`src/common/cim_aes_pkg.sv`:
```
// shared types for the CIM AES controller; group codes are defined for groups 0..10 only
package cim_aes_pkg;

    // ------------------------------------------------------------
    // sizes
    // ------------------------------------------------------------
    localparam int LANES = 16;
    localparam int SLOTS = 8;

    // ------------------------------------------------------------
    // data types
    // ------------------------------------------------------------
    typedef logic [7:0] byte_t;

    // lane 0 sits in the top byte, index LANES-1
    typedef byte_t [LANES-1:0] lane_bytes_t;

    typedef logic [127:0] block_t;
    typedef logic [15:0]  slice_t;
    typedef logic [2:0]   demux_t;
    typedef logic [5:0]   row_t;
    typedef logic [2:0]   slot_t;
    typedef logic [3:0]   group_t;

    typedef enum logic [2:0] {
        PH_IDLE   = 3'd0,
        PH_READ   = 3'd1,
        PH_LOOKUP = 3'd2,
        PH_MIX    = 3'd3,
        PH_OUT    = 3'd4
    } phase_t;

    // ------------------------------------------------------------
    // per-group macro address codes used while reading
    // ------------------------------------------------------------
    function automatic demux_t demux_code(input group_t g);
        case (g)
            4'd0, 4'd4, 4'd8:  return 3'd7;
            4'd1, 4'd5, 4'd9:  return 3'd6;
            4'd2, 4'd6, 4'd10: return 3'd5;
            4'd3, 4'd7:        return 3'd4;
            default:           return 3'd0;
        endcase
    endfunction

    function automatic row_t row_code(input group_t g);
        case (g)
            4'd0, 4'd1, 4'd2, 4'd3: return 6'd0;
            4'd4, 4'd5, 4'd6, 4'd7: return 6'd1;
            4'd8, 4'd9, 4'd10:      return 6'd2;
            default:                return 6'd0;
        endcase
    endfunction

endpackage
```
`src/logic/cim_address_driver.sv`:
```
// demux_addr and row_addr are indexed by lane number; dout keeps lane 0 in its top byte
`timescale 1ns/100ps

module cim_address_driver (
    input  logic                                         CLK,
    input  logic                                         rst,
    input  logic                                         en,
    input  cim_aes_pkg::phase_t                          phase,
    input  cim_aes_pkg::group_t                          group,
    input  logic                                         final_lookup,
    input  cim_aes_pkg::lane_bytes_t                     lookup,
    output cim_aes_pkg::demux_t [cim_aes_pkg::LANES-1:0] demux_addr,
    output cim_aes_pkg::row_t   [cim_aes_pkg::LANES-1:0] row_addr,
    output cim_aes_pkg::block_t                          dout,
    output logic                                         dvld
);

    localparam int LANES = cim_aes_pkg::LANES;

    cim_aes_pkg::demux_t group_demux;
    cim_aes_pkg::row_t   group_row;

    assign group_demux = cim_aes_pkg::demux_code(group);
    assign group_row   = cim_aes_pkg::row_code(group);

    // ------------------------------------------------------------
    // per-lane address decode
    // ------------------------------------------------------------
    always_comb begin
        for (int j = 0; j < LANES; j++) begin
            demux_addr[j] = '0;
            row_addr[j]   = '0;
            case (phase)
                cim_aes_pkg::PH_READ: begin
                    demux_addr[j] = group_demux;
                    row_addr[j]   = group_row;
                end
                cim_aes_pkg::PH_LOOKUP: begin
                    // top two bits pick the demux, low six the row
                    demux_addr[j] = {1'b0, lookup[LANES - 1 - j][7:6]};
                    row_addr[j]   = lookup[LANES - 1 - j][5:0];
                end
                default: begin
                end
            endcase
        end
    end

    // ------------------------------------------------------------
    // result register and valid pulse
    // ------------------------------------------------------------
    always_ff @(posedge CLK or posedge rst) begin
        if (rst) begin
            dout <= '0;
            dvld <= 1'b0;
        end else if (en) begin
            dvld <= final_lookup;
            if (final_lookup) begin
                dout <= lookup;
            end
        end
    end

endmodule

```
`config.mk`:
```
export PLATFORM = sky130hd
export DESIGN_NAME = cim_address_driver
export DESIGN_NICKNAME = d
export VERILOG_FILES = /design/src/common/cim_aes_pkg.sv /design/src/logic/cim_address_driver.sv
export SDC_FILE = /design/constraint.sdc
export NUM_CORES = 1
export LEC_CHECK = 0
export BUFFER_PORTS_ARGS = -buffer_cell sky130_fd_sc_hd__clkbuf_2
export CORE_AREA = 2 2 162 164
export CTS_CLUSTER_SIZE = 8
export DETAILED_ROUTE_END_ITERATION = 16
export DIE_AREA = 0 0 164 166
export PLACE_DENSITY = 0.52
export SYNTH_ARGS = -nofsm -noshare
export SYNTH_HDL_FRONTEND = slang
export SYNTH_SLANG_ARGS = --single-unit
```
`constraint.sdc`:
```
create_clock -name CLK -period 5.8 [get_ports CLK]
set_clock_uncertainty 0.2 [all_clocks]
set_input_delay 0.29 -clock CLK [delete_from_list [all_inputs] [get_ports CLK]]
set_output_delay 0.29 -clock CLK [all_outputs]
set_load 0.05 [all_outputs]
```
==> results of run 1 <==
==> layout by cell type, fill, tap and decap left out, drive strengths merged <==
cell,n
buf,8
nor3b,2
dlygate4sd3,129
inv,7
dfrtp,129
clkinvlp,3
nand2b,1
a32o,16
nand2,1
a21o,2
or3b,1
o2bb2ai,32
bufinv,2
clkbuf,429
a21oi,1
o21a,1
and2,64
a2bb2o,16
mux2,128
o21ai,1
clkinv,5
==> metrics by stage <==
step	hold slack [ns]	power (W)	utilization
after floorplan	0.1979	0.001937	-
after global placement	0.2164	0.002230	0.3329
after detailed placement	0.2110	0.002234	0.3329
after CTS	0.005354	0.003409	0.4065
after global routing	0.0004013	0.003518	0.4065
final	0.01899	0.003359	0.4065
==> sequential cells by signal, indices dropped and copies added (netlist names) <==
signal,count
dvld,1
dout,128
==> synth_stat cells <==
| cell | n |
|---|---|
| a21o_1 | 2 |
| buf_8 | 1 |
| clkbuf_1 | 9 |
| clkbuf_2 | 1 |
| dfrtp_1 | 129 |
| o2bb2ai_4 | 2 |
| o2bb2ai_1 | 2 |
| a2bb2o_1 | 16 |
| buf_4 | 21 |
| nand2_1 | 1 |
| o21ai_0 | 1 |
| buf_6 | 4 |
| o2bb2ai_2 | 28 |
| buf_2 | 18 |
| buf_12 | 2 |
| inv_1 | 3 |
| mux2_2 | 128 |
| and2_1 | 64 |
| a32o_1 | 16 |
| o21a_1 | 1 |
| a21oi_1 | 1 |
| or3b_4 | 1 |
| nor3b_2 | 2 |
| nand2b_1 | 1 |
==> critical path: cells and delay by family <==
kind	cells	cell delay, ns
AOI/OAI and AO/OA	1	0.25
and+or+nand+nor	1	0.17
buffers and inverters	4	1.57
==> layout make-up <==
type	count	area (um^2)
multi-input combinational	266	2748
timing repair buffer	548	3408
tap	335	419.2
clock inverter	14	153.9
sequential	129	3228
fill	2443	15200
inverter	3	16.27
clock buffer	18	439.2
==> power by group through the flow <==
stage	clock network (W)	registers, W	logic [W]
floorplan	0	0.00158	0.000353
global route	0.00117	0.00112	0.00123
detailed placement	0	0.00111	0.00112
global placement	0	0.00111	0.00112
finish	0.00108	0.00110	0.00118
CTS	0.00112	0.00110	0.00119
==> metal layers <==
metal  routed length, um  part of all wire
met3                1584             0.074
met4                 612             0.029
met2               10830              0.51
met1                8281              0.39
met5                   0                 0
==> logic make-up after synthesis <==
group | Yosys count | synth area share
simple gates | 69 | 0.07023
compound gates | 69 | 0.1330
buf+inv | 59 | 0.06256
mux | 128 | 0.2266
flops | 129 | 0.5076
==> worst min path at each step <==
stage | depth (start not counted) | slack, ns | to | from
2_1_floorplan | 1 | 0.20 | dvld$_DFFE_PP0P_ | en
4_1_cts | 2 | 0.005 | dout[126]$_DFFE_PP0P_ | lookup[126]
3_3_place_gp | 2 | 0.22 | dout[67]$_DFFE_PP0P_ | rst
3_5_place_dp | 2 | 0.21 | dout[34]$_DFFE_PP0P_ | rst
5_1_grt | 2 | 0.0004 | dout[126]$_DFFE_PP0P_ | lookup[126]
6_report | 2 | 0.02 | dout[126]$_DFFE_PP0P_ | lookup[126]
==> metrics, run 1 <==
Site Rows 59; Fmax 343.4 MHz; Worst-Skew Late Latency around 0.40 ns; Routed WL 21310 um; RePlAce Congestion between 0.7 and 0.8; port bufs 411; Inserted Clock Buffers 17; 1st-pass router iterations 4; Slew HR 0.2707; Setup crit end kind primary output; share of total power in combinational logic 0.352; CP max FO 65; worst slew pin tran 1.094 ns; synth unique cells 24; gr busiest metal met2; RSZ-0062 raised after global routing false; Sw Ratio 0.3994; GRT Util Overall 0.1531; type of the worst min-delay path in2reg; final instance area about 10000 um^2; Psw approximately 0.0013 W; die height roughly 170 um; Root Buffer clkbuf_16; Syn Inst Count between 400 and 500; final period utilization 0.5021; total of cells resized after clock tree synthesis 0; die area around 27000 um^2; maximum VDD drop approximately 150 uV; Initial Util 0.2483; WS Path Type in2out; GRT met1 Usage 0.1688; vias in the first global route ~6000; Post-Synthesis Cell Area around 6400 um^2; met2 Usage GRT 0.2729; Pwr per Cell Area between 300 and 400 nW/um^2; worst-case clock buffer depth 2; Synth top area share 0.5076; # diodes 0; max incr delay on CP 0.67 ns; WL/cell around 16 um; register area share after synthesis 0.5076; Final min period approximately 2.9 ns; Internal Pwr Total a little over 0.002 W; outcome finished clean; Worst Setup Slack post-DPL between 2 and 3 ns; total gr overflow 0; Yosys Warn Count 0; CP Data Arrival Time about 2.4 ns; worst r2r dst dout[29]$_DFFE_PP0P_; worst r2r src dout[29]$_DFFE_PP0P_; first-pass GRT wire length 32300 um; CTS Hold Bufs 129; worst-case reg-to-reg path depth 1; H-tree depth 4; # IOs 412; Core Area around 26000 um^2; Reg clk slew, reported paths around 0.06 ns; post-synthesis area per instance between 10 and 15 um^2; Placed Cells between 1000 and 1500; leakage ~5.2 nW; Synth area leaders dfrtp_1, mux2_2, o2bb2ai_2; DIE WIDTH roughly 160 um; Vias roughly 5700; GR Util met3 0.04545; crit path launch phase[0]; Sink Count between 100 and 150; clock network fraction of total power 0.322; DRC violation count after routing 0; slowest stage cell, crit path buf_4; Setup Viol. Count Final 0; layout cells sized above 1 0.6278; Final Net Count 1104; Final Hold Viols 0; CTS tree built; DRT antenna net count 0; syn_nets between 500 and 600; Post-DP Area roughly 8500 um^2; TNS Setup 0 ns; CP startpoint kind primary input; DR vias/cell between 4 and 5; Reg power frac 0.327; largest net degree at the start of global routing 67; violation count after the first detailed-route iteration ~180; hpwl dp approximately 14000 um; Cell Chain, Critical Path clkbuf_2 -> nor3b_4 -> buf_4 -> buf_4 -> a2bb2o_1 -> clkbuf_2; flip-flop and latch count after synthesis approximately 130; Area growth syn-to-layout 63.72%; initial antenna violation count 0; Final WS setup a little under 3 ns; R2R setup slack about 4.8 ns; Critical Path End demux_addr[28]; Synth area leader dfrtp_1; Slew Viols, Final 0; WP data required around 5.3 ns; Layout Cells excl Fill between 1000 and 1500; Setup Buffers After CTS 0; max-capacitance violation count 0
(Power assumes the default switching activity.)
==> inputs of run 2 (changes only) <==
Settings changed: CORE_AREA 2 2 162 164 to 2 2 161 163, DIE_AREA 0 0 164 166 to 0 0 163 165, PLACE_DENSITY 0.52 to 0.55.
Clock period 5.8 ns to 2.4 ns, I/O delays scaled along.
==> run 2 against run 1 <==
Against the previous run:
- worst hold slack better by 0.018 ns
- count of clock-buffer cells in the layout is the same
- largest power group unchanged
- cell count did not move
- sequential cell count unchanged
- critical path depth is 2 lower
- register-to-register slack lost 3.8 ns
- sequential power increased by 140%
- die area down 1.2%
- critical endpoint is now demux_addr[1]
==> metrics, run 2 (same netlist as run 1, synthesis figures left out) <==
CP max FO 48 (-26%); type of the worst min-delay path in2async; WP data required 2.08 ns (-3.23 ns); worst-case clock buffer depth 2 (unchanged); final instance area 10500 um^2 (+0.84%); Setup Buffers After CTS 0 (unchanged); # diodes 0 (unchanged); H-tree depth 4 (unchanged); RePlAce Congestion 0.7370 (+0.75%); Largest register FFs 128 (unchanged); Slew Viols, Final 0 (unchanged); Final min period just under 2 ns; port bufs 411 (unchanged); biggest regs dout x128, dvld x1; clock network fraction of total power 0.300 (-0.022); DIE WIDTH 163 um (-0.61%); layout cells sized above 1 0.6267 (-0.001159); Worst-Skew Late Latency 0.40 ns (about the same); die height 165 um (-0.60%); maximum VDD drop 364.4 uV (+140%); GRT Util Overall 0.1504 (-0.002724); Slew HR 0.4105 (+0.1398); hpwl dp 14440 um (-0.25%); final period utilization 0.8207; initial antenna violation count 0 (unchanged); multi-input logic area 2748 um^2 (unchanged); most frequent cells in the layout clkbuf_2, dlygate4sd3_1, dfrtp_1; violation count after the first detailed-route iteration 203 (+15%); Fmax approximately 500 MHz; Inserted Clock Buffers 17 (unchanged); worst r2r src dvld$_DFFE_PP0P_; crit path launch phase[0]; Reg power frac 0.336 (+0.009); leakage 5.180 nW (+0.37%); Vias 5687 (-0.30%); DRT antenna net count 0 (unchanged); Sw Ratio 0.4103 (+0.01086); Core Area 25040 um^2 (-2.3%); register area 3228 um^2 (unchanged); Placed Cells 1150 (-0.17%); largest net degree at the start of global routing 66 (-1.5%); Setup crit end kind primary output; Site Rows 58 (-1.7%); Final Net Count 1109 (+0.45%); WS Path Type in2out; max-capacitance violation count 0 (unchanged); die area 26900 um^2 (-1.2%); WL/cell 16.03 um (-1.2%); largest register by flop count dout; Initial Util 0.2540 (+0.005745); TNS Setup 0 ns (unchanged); Setup Viol. Count Final 0 (unchanged); vias in the first global route 5809 (-1.7%); share of total power in combinational logic 0.364 (+0.012); 1st-pass router iterations 4 (unchanged); Root Buffer clkbuf_16; total gr overflow 0 (unchanged); Final Hold Viols 0 (unchanged); Area growth syn-to-layout 65.10%; Reg clk slew, reported paths 0.07 ns (about the same); # IOs 412 (unchanged); DRC violation count after routing 0 (unchanged); CP Data Arrival Time 1.65 ns (-0.77 ns); worst slew pin tran 0.8843 ns (-0.2097 ns); outcome finished clean; fill count 2330 (-4.6%); CP startpoint kind primary input; CTS tree built; RSZ-0062 raised after global routing false; Pwr per Cell Area 752.0 nW/um^2 (+130%); Post-DP Area 8651 um^2 (+1.4%); Worst Setup Slack post-DPL 0.4104 ns (-2.457 ns); Layout Cells excl Fill 1313 (unchanged); first-pass GRT wire length 31320 um (-3.0%); Internal Pwr Total 0.004656 W (+130%); Sink Count 129 (unchanged); Final WS setup 0.4303 ns (-2.458 ns); total power 0.007896 W (+140%); Psw 0.003240 W (+140%); DR vias/cell 4.331 (-0.30%); most common cell after layout, fill and taps aside clkbuf_2; Routed WL 21050 um (-1.2%)
==> run 2: critical path, cell delays in order <==
cell      delay, ns
clkbuf_2       0.11
or3b_4         0.78
a2bb2o_1       0.35
clkbuf_2       0.24
==> run 2: layout make-up <==
cell class                 instances  area share
clock inverter                    14     0.01037
inverter                           3    0.001430
sequential                       129      0.3074
timing repair buffer             553      0.3389
multi-input combinational        266      0.2617
clock buffer                      18     0.04087
tap                              330     0.03932
==> run 2: routing by layer <==
metal / wire, um / track usage / up-vias
li1: - / - / 2665
met1: 8532 / 0.1723 / 2742
met2: 10780 / 0.2700 / 263
met3: 1381 / 0.04370 / 17
met4: 356 / 0.04706 / 0
met5: 0 / 0 / -
==> run 2: power groups by stage <==
stage                     Sequential, W  Clock [W]  Combinational, W
after floorplan                 0.00383          0          0.000854
after global placement          0.00268          0           0.00272
after detailed placement        0.00269          0           0.00272
after CTS                       0.00265    0.00248           0.00289
after global routing            0.00270    0.00257           0.00300
final                           0.00265    0.00237           0.00287
==> run 2: worst paths after layout <==
| path | cells after the start | endpoint | slack (ns) |
|---|---|---|---|
| setup reg to reg | 3 | dvld$_DFFE_PP0P_ | 1.04 |
| hold / removal | 3 | dout[19]$_DFFE_PP0P_ | 0.04 |
| hold reg to reg | 1 | dout[63]$_DFFE_PP0P_ | 0.30 |
| max in group asynchronous | 4 | dout[78]$_DFFE_PP0P_ | 1.31 |
| min in group CLK | 3 | dout[9]$_DFFE_PP0P_ | 0.05 |
| setup / recovery | 4 | demux_addr[1] | 0.43 |
==> run 2: timing repair <==
item,in CTS,in global routing
hold buffers,131,0
endpoints found under the hold margin,258,0
resized for setup,0,0
==> run 2: metrics by stage <==
stage / hold slack [ns] / utilization
global route: 0.04732 / 0.4194
CTS: 0.02422 / 0.4194
floorplan: 0.02787 / -
global placement: -0.07212 / 0.3455
finish: 0.03721 / 0.4194
detailed placement: -0.07101 / 0.3455
==> inputs of run 3 (changes only) <==
Clock period 2.4 ns to 1.72 ns, I/O delays scaled along.
==> run 3 against run 2 <==
Against the previous run:
- first-iteration DRC count rose by 0.49%
- register-to-register slack worse by 0.72 ns
- combinational power is 43% higher
- power is 40% higher
- final area rose by 3.3%
- die area stayed put
- largest cell class unchanged
- largest power group unchanged
==> metrics, run 3 (same netlist as run 1, synthesis figures left out) <==
RePlAce Congestion 0.7559 (+2.6%); slowest stage cell, crit path or3b_4; Cell Chain, Critical Path clkbuf_2 -> or3b_4 -> buf_12 -> o2bb2ai_2 -> clkbuf_2; worst slew pin tran 0.4804 ns (-0.4039 ns); Initial Util 0.2540 (unchanged); CP Data Arrival Time 1.40 ns (-0.25 ns); Final min period roughly 1.7 ns; WP data required 1.43 ns (-0.65 ns); most common cell after layout, fill and taps aside clkbuf_2; 1st-pass router iterations 4 (unchanged); type of the worst min-delay path in2reg; GRT Util Overall 0.1534 (+0.003005); worst-case clock buffer depth 2 (unchanged); Root Buffer clkbuf_16; crit-path most repeated cell clkbuf_2; CP bufs+invs 3 (+1); Sink Count 129 (unchanged); Vias 5728 (+0.72%); first-pass GRT wire length 31540 um (+0.70%); Worst path top cell family by delay buffers and inverters; DRT antenna net count 0 (unchanged); Core Area 25040 um^2 (unchanged); final period utilization 0.9787; hpwl dp 15190 um (+5.2%); Largest register FFs 128 (unchanged); RSZ-0062 raised after global routing false; Worst-Skew Late Latency 0.41 ns (about the same); max-capacitance violation count 0 (unchanged); # diodes 0 (unchanged); Final Net Count 1121 (+1.1%); Fmax ~590 MHz; Area growth syn-to-layout 70.61%; largest register by flop count dout; die area 26900 um^2 (unchanged); Setup Viol. Count Final 0 (unchanged); die height 165 um (unchanged); WS Path Type in2out; initial antenna violation count 0 (unchanged); port bufs 411 (unchanged); Reg clk slew, reported paths 0.06 ns (about the same); leakage 5.312 nW (+2.5%); CP startpoint kind primary input; Util after Layout 0.4334 (+0.01399); vias in the first global route 5774 (-0.60%); Site Rows 58 (unchanged); Inserted Clock Buffers 17 (unchanged); biggest regs dout x128, dvld x1; layout cells sized above 1 0.6312 (+0.004503); WL/cell 16.14 um (+0.69%); Setup Buffers After CTS 0 (unchanged); total power 0.01107 W (+40%); violation count after the first detailed-route iteration 204 (+0.49%); maximum VDD drop 463.2 uV (+27%); largest net degree at the start of global routing 65 (-1.5%); DRC violation count after routing 0 (unchanged); H-tree depth 4 (unchanged); CP max FO 22 (-54%); Routed WL 21390 um (+1.6%); Slew Viols, Final 0 (unchanged); Pwr per Cell Area 1020 nW/um^2 (+36%); total gr overflow 0 (unchanged); Final Hold Viols 0 (unchanged); most frequent cells in the layout clkbuf_2, dlygate4sd3_1, dfrtp_1; # IOs 412 (unchanged); Slew HR 0.6797 (+0.2693); DR vias/cell 4.323 (-0.19%); Setup crit end kind primary output; outcome finished clean; max incr delay on CP 0.52 ns (-0.26 ns); CTS tree built; DIE WIDTH 163 um (unchanged)
==> run 3: cell count changes in the layout (fill, tap and decap cells not counted) <==
cell / previous run / this run
clkinvlp_4: 6 / 7
clkbuf_2: 408 / 378
o21a_1: 1 / 0
dlygate4sd3_1: 131 / 132
inv_6: 3 / 4
buf_12: 8 / 25
clkbuf_4: 0 / 5
buf_4: 6 / 13
clkinv_4: 4 / 2
buf_2: 0 / 12
o21a_2: 0 / 1
==> run 3: final timing paths <==
check                                startpoint               endpoint  slack (ns)  cells past startpoint
max                                    phase[0]           row_addr[36]        0.04                      5
min                                final_lookup  dout[126]$_DFFE_PP0P_        0.10                      4
max reg2reg                    dvld$_DFFE_PP0P_       dvld$_DFFE_PP0P_        0.32                      3
min reg2reg                dout[57]$_DFFE_PP0P_   dout[57]$_DFFE_PP0P_        0.30                      1
max in group asynchronous                   rst    dout[6]$_DFFE_PP0P_        0.11                      5
min in group asynchronous                   rst   dout[68]$_DFFE_PP0P_        0.59                      4
==> run 3: through the flow <==
step	instances	area, um^2	hold WS (ns)	worst slack [ns]	TNS [ns]
after floorplan	454	6365	-0.006127	-0.1612	-20.80
after detailed placement	1161	8977	-0.1102	0.009022	0
final	1325	10850	0.1018	0.03660	0
after global routing	1325	10850	0.08929	0.0004804	0
after CTS	1325	10840	0.07082	0.009223	0
after global placement	1161	8977	-0.1182	0.03566	0
==> run 3: final cells by class <==
cell class,instances,area [um^2]
clock inverters,14,107.6
well taps,330,412.9
clock buffers,18,429.2
multi-input cells,266,2749
fillers,2327,14190
inverters,3,15.01
flip-flops and latches,129,3228
repair buffers,565,3909
==> run 3: timing repair <==
action,in CTS,in global routing
setup endpoints to repair,0,18
gates resized for setup,0,25
endpoints found under the hold margin,258,0
hold buffers,132,0
==> run 3: layer usage <==
| layer | part of all wire | up-vias | GRT usage |
|---|---|---|---|
| li1 | - | 2684 | - |
| met1 | 0.38 | 2750 | 0.1685 |
| met2 | 0.53 | 273 | 0.2839 |
| met3 | 0.072 | 21 | 0.04370 |
| met4 | 0.016 | 0 | 0.05028 |
| met5 | 0 | - | 0 |
==> run 3: power by group <==
group          internal, W  total (W)  switching (W)
logic              0.00122    0.00409        0.00287
clock network      0.00186    0.00329        0.00143
registers          0.00348    0.00370       0.000215
total              0.00656     0.0111        0.00451
==> run 3: tightest hold or removal path, delay by kind of cell <==
kind          cells  cell delay [ns]
buf+inv           2             0.30
mux               1             0.18
simple gates      1             0.09
